==> src/rtl/dispatch_consts.svh <==
`ifndef DISPATCH_CONSTS_SVH
`define DISPATCH_CONSTS_SVH

// ==========================================================
// Datapath and architectural registers
// ==========================================================
`define XLEN           32     // RV32I data width
`define NUM_ARCH_REGS  32
`define ARCH_ADDR_W    5      // x0..x31

// ==========================================================
// Reorder buffer
// ==========================================================
`define ROB_DEPTH      32
`define ROB_IDX_W      5
// Physical operand address, top bit selects the ROB
`define PHYS_ADDR_W    6

`endif
==> src/rtl/rob_pkg.sv <==
`default_nettype none

`include "dispatch_consts.svh"

package rob_pkg;

   // Lifecycle of one ROB slot
   typedef enum logic [1:0] {
      ROB_FREE = 2'd0,
      ROB_BUSY = 2'd1,   // Allocated, result pending
      ROB_DONE = 2'd2    // Result in, waiting to reach head
   } rob_state_e;

   typedef struct packed {
      rob_state_e                state;
      logic [`ARCH_ADDR_W-1:0]   rd;
      logic                      writes_rd;  // Low for stores
      logic [`XLEN-1:0]          data;
   } rob_entry_t;

   // Result broadcast, one per cycle
   typedef struct packed {
      logic                      valid;
      logic [`ROB_IDX_W-1:0]     idx;
      logic [`XLEN-1:0]          data;
   } cdb_result_t;

   // In-order retirement record
   typedef struct packed {
      logic                      valid;
      logic                      we;
      logic [`ARCH_ADDR_W-1:0]   rd;
      logic [`XLEN-1:0]          data;
   } commit_t;

   typedef struct packed {
      logic [`XLEN-1:0]          data;
      logic                      ready;
   } operand_read_t;

endpackage

`default_nettype wire

==> src/rtl/dispatch_pkg.sv <==
`default_nettype none

`include "dispatch_consts.svh"

package dispatch_pkg;

   // Instruction class, picks operand B source and rd write
   typedef enum logic [1:0] {
      OP_REG   = 2'd0,   // rs1 op rs2
      OP_IMM   = 2'd1,   // rs1 op imm, writes rd
      OP_STORE = 2'd2    // Address from rs1 + imm, data from rs2
   } opcode_e;

   // Request from issue, held unchanged while refused
   typedef struct packed {
      logic                      valid;
      opcode_e                   opcode;
      logic [`PHYS_ADDR_W-1:0]   rs1_phys;
      logic [`PHYS_ADDR_W-1:0]   rs2_phys;
      logic [`XLEN-1:0]          imm;
      logic [`ARCH_ADDR_W-1:0]   rd;
   } dispatch_req_t;

   // Registered operands towards execution
   typedef struct packed {
      logic                      valid;
      opcode_e                   opcode;
      logic [`XLEN-1:0]          a_data;
      logic                      a_ready;
      logic [`XLEN-1:0]          b_data;     // rs2 or immediate
      logic                      b_ready;
      logic [`XLEN-1:0]          st_data;    // Always the rs2 read
      logic                      st_ready;
      logic [`ROB_IDX_W-1:0]     dest_idx;   // Own ROB entry
   } operand_bundle_t;

endpackage

`default_nettype wire

==> src/rtl/dispatch_stage.sv <==
`timescale 1ns/10ps
`default_nettype none

`include "dispatch_consts.svh"

module dispatch_stage (
   input  logic                          clk,
   input  logic                          rst_n_i,
   input  dispatch_pkg::dispatch_req_t   dispatch_req_i,
   input  rob_pkg::cdb_result_t          cdb_i,
   output logic                          dispatch_ready_o,   // ROB has a free slot
   output dispatch_pkg::operand_bundle_t operands_o,
   output rob_pkg::commit_t              commit_o
);

   import dispatch_pkg::*;
   import rob_pkg::*;

   logic                      accept;
   dispatch_req_t             alloc_req;   // valid qualified by ready
   logic [`ROB_IDX_W-1:0]     alloc_idx;
   logic [`ARCH_ADDR_W-1:0]   rf_addr_a;
   logic [`ARCH_ADDR_W-1:0]   rf_addr_b;
   logic [`ROB_IDX_W-1:0]     rob_idx_a;
   logic [`ROB_IDX_W-1:0]     rob_idx_b;
   operand_read_t             rf_rd_a;
   operand_read_t             rf_rd_b;
   operand_read_t             rob_rd_a;
   operand_read_t             rob_rd_b;

   assign accept    = dispatch_req_i.valid && dispatch_ready_o;
   assign alloc_req = '{valid:    accept,
                        opcode:   dispatch_req_i.opcode,
                        rs1_phys: dispatch_req_i.rs1_phys,
                        rs2_phys: dispatch_req_i.rs2_phys,
                        imm:      dispatch_req_i.imm,
                        rd:       dispatch_req_i.rd};

   // ==========================================================
   // Register file and ROB, read side by side
   // ==========================================================
   arch_reg_file i_arf (
      .clk(clk), .rst_n_i(rst_n_i),
      .rd_addr_a_i(rf_addr_a), .rd_addr_b_i(rf_addr_b),
      .commit_i(commit_o),                            // Writes the retiring head
      .rd_a_o(rf_rd_a), .rd_b_o(rf_rd_b)
   );

   reorder_buffer i_rob (
      .clk(clk), .rst_n_i(rst_n_i),
      .alloc_i(alloc_req), .alloc_ready_o(dispatch_ready_o), .alloc_idx_o(alloc_idx),
      .cdb_i(cdb_i),
      .rd_idx_a_i(rob_idx_a), .rd_idx_b_i(rob_idx_b),
      .rd_a_o(rob_rd_a), .rd_b_o(rob_rd_b),
      .commit_o(commit_o)
   );

   operand_select i_opsel (
      .clk(clk), .rst_n_i(rst_n_i),
      .req_i(dispatch_req_i), .accept_i(accept), .dest_idx_i(alloc_idx),
      .rf_addr_a_o(rf_addr_a), .rf_addr_b_o(rf_addr_b),
      .rob_idx_a_o(rob_idx_a), .rob_idx_b_o(rob_idx_b),
      .rf_a_i(rf_rd_a), .rf_b_i(rf_rd_b), .rob_a_i(rob_rd_a), .rob_b_i(rob_rd_b),
      .operands_o(operands_o)
   );

endmodule

`default_nettype wire

==> src/rtl/operand_select.sv <==
`timescale 1ns/10ps
`default_nettype none

`include "dispatch_consts.svh"

module operand_select (
   input  logic                          clk,
   input  logic                          rst_n_i,
   input  dispatch_pkg::dispatch_req_t   req_i,
   input  logic                          accept_i,
   input  logic [`ROB_IDX_W-1:0]         dest_idx_i,    // Slot from ROB tail
   output logic [`ARCH_ADDR_W-1:0]       rf_addr_a_o,
   output logic [`ARCH_ADDR_W-1:0]       rf_addr_b_o,
   output logic [`ROB_IDX_W-1:0]         rob_idx_a_o,
   output logic [`ROB_IDX_W-1:0]         rob_idx_b_o,
   input  rob_pkg::operand_read_t        rf_a_i,
   input  rob_pkg::operand_read_t        rf_b_i,
   input  rob_pkg::operand_read_t        rob_a_i,
   input  rob_pkg::operand_read_t        rob_b_i,
   output dispatch_pkg::operand_bundle_t operands_o
);

   import dispatch_pkg::*;
   import rob_pkg::*;

   logic            src_rob_a;   // rs1 still in flight
   logic            src_rob_b;
   operand_read_t   rs1_rd;
   operand_read_t   rs2_rd;
   logic            use_imm;
   operand_bundle_t bundle_d;
   operand_bundle_t bundle_q;

   // ==========================================================
   // Address split, both sources read in parallel
   // ==========================================================
   assign src_rob_a   = req_i.rs1_phys[`PHYS_ADDR_W-1];
   assign src_rob_b   = req_i.rs2_phys[`PHYS_ADDR_W-1];
   assign rf_addr_a_o = req_i.rs1_phys[`ARCH_ADDR_W-1:0];
   assign rf_addr_b_o = req_i.rs2_phys[`ARCH_ADDR_W-1:0];
   assign rob_idx_a_o = req_i.rs1_phys[`ROB_IDX_W-1:0];
   assign rob_idx_b_o = req_i.rs2_phys[`ROB_IDX_W-1:0];

   assign rs1_rd  = src_rob_a ? rob_a_i : rf_a_i;
   assign rs2_rd  = src_rob_b ? rob_b_i : rf_b_i;
   assign use_imm = (req_i.opcode == OP_IMM) || (req_i.opcode == OP_STORE);

   // Immediate is ready by construction, store data stays rs2
   assign bundle_d = '{valid:    1'b1,
                       opcode:   req_i.opcode,
                       a_data:   rs1_rd.data,
                       a_ready:  rs1_rd.ready,
                       b_data:   use_imm ? req_i.imm : rs2_rd.data,
                       b_ready:  use_imm | rs2_rd.ready,
                       st_data:  rs2_rd.data,
                       st_ready: rs2_rd.ready,
                       dest_idx: dest_idx_i};

   always_ff @(posedge clk) begin
      if (!rst_n_i) begin
         bundle_q.valid <= 1'b0;
      end else if (accept_i) begin
         bundle_q <= bundle_d;
      end else begin
         bundle_q.valid <= 1'b0;   // Bubble, payload holds
      end
   end

   assign operands_o = bundle_q;

endmodule

`default_nettype wire

==> src/rtl/reorder_buffer.sv <==
`timescale 1ns/10ps
`default_nettype none

`include "dispatch_consts.svh"

module reorder_buffer (
   input  logic                        clk,
   input  logic                        rst_n_i,
   input  dispatch_pkg::dispatch_req_t alloc_i,       // valid means accepted
   output logic                        alloc_ready_o,
   output logic [`ROB_IDX_W-1:0]       alloc_idx_o,   // Slot the request lands in
   input  rob_pkg::cdb_result_t        cdb_i,
   input  logic [`ROB_IDX_W-1:0]       rd_idx_a_i,
   input  logic [`ROB_IDX_W-1:0]       rd_idx_b_i,
   output rob_pkg::operand_read_t      rd_a_o,
   output rob_pkg::operand_read_t      rd_b_o,
   output rob_pkg::commit_t            commit_o
);

   import dispatch_pkg::*;
   import rob_pkg::*;

   // ==========================================================
   // Storage, pointers, occupancy
   // ==========================================================
   rob_entry_t              entries_q [`ROB_DEPTH];
   logic [`ROB_IDX_W-1:0]   head_q;      // Oldest in flight
   logic [`ROB_IDX_W-1:0]   tail_q;      // Next slot to allocate
   logic [`ROB_IDX_W:0]     count_q;     // 0..ROB_DEPTH, one extra bit for full
   commit_t                 commit_q;
   logic                    alloc_fire;
   logic                    retire;

   assign alloc_ready_o = (count_q != `ROB_DEPTH);
   assign alloc_fire    = alloc_i.valid && alloc_ready_o;   // Guard against overrun
   assign retire        = (entries_q[head_q].state == ROB_DONE);
   assign alloc_idx_o   = tail_q;
   assign commit_o      = commit_q;

   always_ff @(posedge clk) begin
      if (!rst_n_i) begin
         head_q  <= '0;
         tail_q  <= '0;
         count_q <= '0;
      end else begin
         if (retire) begin
            head_q <= head_q + 1'b1;   // Wraps at ROB_DEPTH
         end
         if (alloc_fire) begin
            tail_q <= tail_q + 1'b1;
         end
         case ({alloc_fire, retire})
            2'b10:   count_q <= count_q + 1'b1;
            2'b01:   count_q <= count_q - 1'b1;
            default: count_q <= count_q;   // Alloc and retire cancel out
         endcase
      end
   end

   // ==========================================================
   // Entry update: writeback, retire, allocate
   // ==========================================================
   // The three never hit the same slot in one cycle
   always_ff @(posedge clk) begin
      if (!rst_n_i) begin
         for (int i = 0; i < `ROB_DEPTH; i++) begin
            entries_q[i].state <= ROB_FREE;
         end
      end else begin
         if (cdb_i.valid) begin
            entries_q[cdb_i.idx].state <= ROB_DONE;
            entries_q[cdb_i.idx].data  <= cdb_i.data;
         end
         if (retire) begin
            entries_q[head_q].state <= ROB_FREE;
         end
         if (alloc_fire) begin
            entries_q[tail_q].state     <= ROB_BUSY;
            entries_q[tail_q].rd        <= alloc_i.rd;
            entries_q[tail_q].writes_rd <= (alloc_i.opcode != OP_STORE);
         end
      end
   end

   // Registered commit, visible the cycle after retire
   always_ff @(posedge clk) begin
      if (!rst_n_i) begin
         commit_q.valid <= 1'b0;
      end else begin
         commit_q.valid <= retire;
         if (retire) begin
            commit_q.we   <= entries_q[head_q].writes_rd;
            commit_q.rd   <= entries_q[head_q].rd;
            commit_q.data <= entries_q[head_q].data;
         end
      end
   end

   // ==========================================================
   // Operand reads, pre-edge state
   // ==========================================================
   // Free or done slots hold usable data, only busy ones wait
   function automatic operand_read_t read_entry(input rob_entry_t e);
      return '{data: e.data, ready: (e.state != ROB_BUSY)};
   endfunction

   assign rd_a_o = read_entry(entries_q[rd_idx_a_i]);
   assign rd_b_o = read_entry(entries_q[rd_idx_b_i]);

endmodule

`default_nettype wire

==> src/rtl/arch_reg_file.sv <==
`timescale 1ns/10ps
`default_nettype none

`include "dispatch_consts.svh"

module arch_reg_file (
   input  logic                      clk,
   input  logic                      rst_n_i,
   input  logic [`ARCH_ADDR_W-1:0]   rd_addr_a_i,
   input  logic [`ARCH_ADDR_W-1:0]   rd_addr_b_i,
   input  rob_pkg::commit_t          commit_i,     // From ROB head
   output rob_pkg::operand_read_t    rd_a_o,
   output rob_pkg::operand_read_t    rd_b_o
);

   logic [`XLEN-1:0] regs_q [`NUM_ARCH_REGS];   // Committed state
   logic             wr_en;

   // x0 is hardwired, stores carry we low
   assign wr_en = commit_i.valid && commit_i.we && (commit_i.rd != '0);

   always_ff @(posedge clk) begin
      if (!rst_n_i) begin
         for (int i = 0; i < `NUM_ARCH_REGS; i++) begin
            regs_q[i] <= '0;
         end
      end else if (wr_en) begin
         regs_q[commit_i.rd] <= commit_i.data;
      end
   end

   // ==========================================================
   // Read ports, combinational, committed data always ready
   // ==========================================================
   assign rd_a_o = '{data:  (rd_addr_a_i == '0) ? '0 : regs_q[rd_addr_a_i],
                     ready: 1'b1};
   assign rd_b_o = '{data:  (rd_addr_b_i == '0) ? '0 : regs_q[rd_addr_b_i],
                     ready: 1'b1};

endmodule

`default_nettype wire

==> config.mk <==
export PLATFORM = sky130hd
export DESIGN_NAME = dispatch_stage
export DESIGN_NICKNAME = d
export VERILOG_FILES = /design/src/rtl/rob_pkg.sv /design/src/rtl/dispatch_pkg.sv /design/src/rtl/dispatch_stage.sv /design/src/rtl/operand_select.sv /design/src/rtl/reorder_buffer.sv /design/src/rtl/arch_reg_file.sv
export VERILOG_INCLUDE_DIRS = /design/src /design/src/rtl
export SDC_FILE = /design/constraint.sdc
export NUM_CORES = 2
export LEC_CHECK = 0
export BUFFER_PORTS_ARGS = -buffer_cell sky130_fd_sc_hd__clkbuf_2
export CORE_MARGIN = 4
export CORE_UTILIZATION = 55
export CTS_BUF_LIST = sky130_fd_sc_hd__clkbuf_4 sky130_fd_sc_hd__clkbuf_8 sky130_fd_sc_hd__clkbuf_16
export DETAILED_ROUTE_END_ITERATION = 10
export PLACE_DENSITY = 0.76
export SLEW_MARGIN = 20
export SYNTH_ARGS = -nofsm -noshare
export SYNTH_HDL_FRONTEND = slang
export SYNTH_SLANG_ARGS = --single-unit
==> constraint.sdc <==
create_clock -name clk -period 9.9 [get_ports clk]
set_input_delay 1.98 -clock clk [delete_from_list [all_inputs] [get_ports clk]]
set_output_delay 1.98 -clock clk [all_outputs]
set_load 0.02 [all_outputs]
Word level (Yosys, flattened, before mapping)
Memory sizes are Yosys's and may differ from the RTL's. A register that Yosys moved wholly into a read port is not among the register bits.
Cells that the tools add are included.
{"block": "word_totals", "elab_cells": 81, "ff_bits": 162, "mem_count": 2, "in_bits": 92, "ramBits": 2304}
{"memory": "i_rob.entries_q", "depth": 32, "word_bits": 40, "rd": 3, "rd_ports_with_merged_regs": 1, "write_ports": 32, "line": "reorder_buffer.sv:26", "source": "rob_entry_t entries_q [`ROB_DEPTH];"}
{"memory": "i_arf.regs_q", "depth": 32, "word_bits": 32, "rd": 2, "rd_ports_with_merged_regs": 0, "write_ports": 32, "line": "arch_reg_file.sv:16", "source": "logic [`XLEN-1:0] regs_q [`NUM_ARCH_REGS];"}
{"block": "classes", "add_sub_neg": 4, "n_reduce_logical": 15, "n_eq_ne": 9, "bitwise_logic": 1, "muxes": 34}
{"op": "32-bit two-way mux", "n": 4}
{"op": "40-bit two-way mux", "n": 3}
{"op": "40-bit OR reduction", "n": 3}
{"op": "33-bit two-way mux", "n": 2}
{"op": "32-bit OR reduction", "n": 1}
{"op": "5-bit two-way mux", "n": 6}
{"op": "1-bit two-way mux", "n": 15}
{"op": "6-bit case mux with 2 select lines", "n": 1}
{"op": "5-bit by 1-bit adder with 5-bit output (second input constant)", "n": 2}
{"op": "5-bit zero test", "n": 2}
{"op": "6-bit by 1-bit adder with 6-bit output (second input constant)", "n": 1}
{"op": "2-bit equality test (second input constant)", "n": 3}
{"op": "3-bit two-way mux", "n": 2}
{"op": "6-bit inequality test (second input constant)", "n": 1}
{"op": "6-bit by 1-bit subtractor with 6-bit output (second input constant)", "n": 1}
{"op": "5-bit nonzero test", "n": 1}
{"op": "2-bit by 1-bit equality test with 1-bit output (second input constant)", "n": 2}
{"op": "1-bit logical AND", "n": 4}
{"op": "2-bit by 1-bit inequality test with 1-bit output (second input constant)", "n": 2}
{"op": "2-bit AND reduction", "n": 2}
{"op": "2-bit two-way mux", "n": 1}
{"op": "2-bit inequality test (second input constant)", "n": 1}
{"op": "2-bit nonzero test", "n": 1}
{"op": "1-bit logical OR", "n": 1}
{"op": "1-bit OR", "n": 1}

Depth between registers and ports, before layout
{"block": "logic_depth", "depth_word": 8, "mapped_depth": 17, "mapped_depth_nobuf": 14}

By module
Synthesis repeated with hierarchy kept, for this count alone.
{"block": "unflattened", "cells_unflattened": 7020, "hier_area_um2": 126949.3}
{"module": "reorder_buffer", "instances": 1, "area_per_inst_um2": 68041.5, "cells_per_inst": 3278}
{"module": "arch_reg_file", "instances": 1, "area_per_inst_um2": 54131.9, "cells_per_inst": 3500}
{"module": "operand_select", "instances": 1, "area_per_inst_um2": 4769.6, "cells_per_inst": 241}
{"module": "dispatch_stage", "instances": 1, "area_per_inst_um2": 6.3, "cells_per_inst": 1}

Worst setup path before layout
No wires, ideal clock.
{"block": "synth_timing", "path_kind": "in2reg", "startpoint": "in rst_n_i", "endpoint": "mem i_rob.entries_q[15][32] in the netlist's numbering, enable pin", "path_buffers": 1, "arrival_ns": 9.505, "setup_time_ns": 0.377, "path_slack_ns": 0.018, "stages": 5, "path_cell_list": "clkbuf_1 -> nand2_1 -> a21oi_1 -> nand2_1 -> nor2_1"}
{"item": "start, declared", "line": "dispatch_stage.sv:8", "source": "input logic rst_n_i,"}
{"item": "end, declared", "line": "reorder_buffer.sv:26"}

==> impl_metrics.tcl <==
set metrics [dict create \
    gp_congestion 0.906 \
    wl_per_cell_um 39.4 \
    overflow 0 \
    postCtsSetupBuffers 0 \
    drt_wl_total_um 416000 \
    cts_sinks 2471 \
    drive_above_1_share 0.329 \
    p_leak_nw 46.6 \
    fillers 15715 \
    internal-power_w 0.0183 \
    nets 7460 \
    whs_ns 0.485 \
    critPathRequiredTime_ns 10.53 \
    numPortBuffers 238 \
    cts_resized 0 \
    ys.flop_type "edfxtp_1" \
    clkPwrFrac 0.419 \
    total_power_w 0.0238 \
    ys_ff_latch 2471 \
    worst_slew_pin_slew_ns 1.24 \
    grt_max_degree 133 \
    syn2layout_area_growth_pct 10.4 \
    vias 79083 \
    setup-tns-final_ns 0 \
    clockBufferDepth 4 \
    startpoint_type "input pin" \
    cp.depth 8 \
    cp_slowest_cell "buf_4" \
    synth.top_cell.area_share 0.565 \
    finalMaxSlewViolations 0 \
    rows 175 \
    arrival_ns 6.15 \
    power_density_nw_per_um2 170 \
    p_sw_w 0.00550 \
    htree_levels 5 \
    critPathTopFamily "buffers and inverters" \
    critical_path_class "input pin to flip-flop" \
    fin_crit_ns 5.52 \
    swShare 0.231 \
    worstSkewPairLatency_ns 0.95 \
    grtUsageMet2 0.542 \
    chipWidth_um 488 \
    antenna_found_initial 24 \
    ant_nets 0 \
    hold_viol 0 \
    cp_cell_sequence "buf_8, buf_4, buf_4, mux4_2, mux2i_1, o22ai_1, nor2_1, a31oi_1" \
    whs_path_depth 2 \
    rsz0062_at_grt "false" \
    r2r_cells 14 \
    r2r_end "i_rob.count_q[5]" \
    hold_end "i_rob.entries_q[11][39]" \
    relSlewSlack 0.175 \
    finalSetupViolations 0 \
    finClkSkew_ns 0.0585 \
    synth_area_um2 127000 \
    maxCapViolations 0 \
    max_stage_delay_ns 0.88 \
    design_area_um2 140000 \
    clk_pin_slew_worst_paths_ns 0.06 \
    synth.largest_area_cell "edfxtp_1" \
    syn-mean-instance-area_um2 17.4 \
    busiest_layer "met2" \
    clockRootBuffer "clkbuf_16" \
    layout_worst_path_cycle_share 0.557 \
    synthTopCellsByArea "edfxtp_1, mux4_2, and2_1, mux2i_1, dfxtp_1" \
    pwr-share-seq 0.497 \
    grt_first_pass_wirelength_um 589000 \
    fmax_ghz 0.181 \
    track_usage 0.350 \
    die_area_um2 238000 \
    min-delay-path-class "flip-flop to flip-flop" \
    fp.dieH_um 488 \
    rrSetupSlack_ns 4.98 \
    synth_edf_count 2384 \
    hpwl_um 239000 \
    initial_utilization 0.555 \
    vias_per_cell 7.48 \
    synth_cells 7279 \
    use_met1 0.433 \
    drc 0 \
    ys_top_cells_by_count "edfxtp_1, mux4_2, and2_1" \
    drt-pass1-iter-count 8 \
    grt_pass1_vias 79592 \
    hp-start "i_rob.entries_q[11][39]" \
    pwr-share-comb 0.084 \
    postLayoutCoreUtil 0.613 \
    outcome "completed" \
    crit_path_max_fanout 64 \
    tritoncts "built" \
    synth_most_common_cell "edfxtp_1" \
    ys_types 75 \
    cp-end-kind "flip-flop" \
    cts_hold_buf 0 \
    async_reset_ff_frac 0 \
    cts_inserted_buffers 275 \
    core-area_um2 228000 \
    io-pin-count 239 \
    critPathBufInv 3 \
    dpl_cell_area_um2 131000 \
    ir_worst_vdd_mv 0.204 \
    crit_top_cell "buf_4" \
    ys_seq_area_frac 0.579 \
    met3_usage 0.111 \
    synth_warnings 0 \
    drtIter0Drc 12637 \
]
## cell type report
type	count	area, um2	share of cell area
Antenna cell	21	52.6	0.000375
Inverter	63	260	0.00186
Timing Repair Buffer	447	3150	0.0225
Tap cell	3009	3760	0.0269
Sequential cell	2471	73300	0.524
Clock inverter	111	907	0.00648
Multi-Input combinational cell	4095	50800	0.363
Clock buffer	349	7660	0.0547
## worst max path at each step
| stage | start | to | slack [ns] |
|---|---|---|---|
| global route | dispatch_req_i[37] | i_opsel.operands_o[46] | 4.38 |
| finish | dispatch_req_i[39] | i_opsel.operands_o[44] | 4.38 |
| CTS | dispatch_req_i[37] | i_opsel.operands_o[46] | 4.69 |
| floorplan | rst_n_i | i_rob.entries_q[15][32] | 0.02 |
| detailed placement | dispatch_req_i[37] | i_opsel.operands_o[46] | 3.72 |
| global placement | dispatch_req_i[37] | i_opsel.operands_o[46] | 3.71 |
## logic make-up after synthesis
| group | share of synthesized area |
|---|---|
| mux | 0.290 |
| compound gates | 0.0354 |
| flops | 0.579 |
| xor+xnor | 0.000553 |
| other cells | 0.0000296 |
| buf+inv | 0.0266 |
| fa+ha+maj | 0.00154 |
| simple gates | 0.0677 |
## worst min-delay path: stages, from the launching register on
cell	delay, ns
dfxtp_1	0.32
nand2_1	0.06
a221oi_1	0.06
## cell usage in the layout, fill, tap and decap left out, types with 16 or more instances in the layout
cell type	netlist	final
diode_2	0	21
nand3_1	16	16
nor3_1	41	41
inv_2	3	31
o22ai_1	150	150
inv_1	59	25
buf_4	54	188
clkinv_2	0	31
a311oi_1	18	18
nand2_1	138	134
conb_1	1	32
nor2_4	0	32
o21ai_0	52	21
and2_1	997	997
o21ai_4	0	31
dfxtp_1	87	82
clkinv_1	1	53
mux2_2	42	42
clkbuf_16	0	287
nor2_1	212	178
edfxtp_1	2384	2384
a22oi_2	23	23
nor2b_1	19	19
clkbuf_2	0	229
a21oi_1	137	135
buf_12	0	16
a31oi_1	80	80
o221ai_1	114	114
mux4_2	1430	1430
mux2i_1	402	402
clkbuf_4	1	60
nand2b_1	46	43
## metrics by stage
| step | worst slack (ns) | instances |
|---|---|---|
| 6_report | 4.38 | 10566 |
| 4_1_cts | 4.69 | 10540 |
| 3_3_place_gp | 3.71 | 10074 |
| 2_1_floorplan | 0.0181 | 7310 |
| 5_1_grt | 4.38 | 10554 |
| 3_5_place_dp | 3.72 | 10080 |
## registers in the layout (all words and copies together), names as in the netlist, named ones only
register / cells
i_arf.regs_q: 1024
i_rob.entries_q: 1280
i_rob.count_q: 6
i_opsel.operands_o: 107
i_rob.head_q: 5
i_rob.alloc_idx_o: 5
i_rob.commit_o: 39
## per-layer routing
metal	vias to the layer above	share of wire
met4	8	0.077
met1	40285	0.31
met5	-	0.00042
met3	1665	0.15
met2	6986	0.46
li1	30139	-
## power groups by stage
stage | logic, W | clock network (W) | registers (W)
final | 0.00201 | 0.00997 | 0.0118
after floorplan | 0.00122 | 0 | 0.0120
after detailed placement | 0.00195 | 0 | 0.0120
after global routing | 0.00206 | 0.0105 | 0.0118
after global placement | 0.00192 | 0 | 0.0120
after CTS | 0.00195 | 0.0100 | 0.0118
No activity file was read; power rests on OpenSTA's default activity.
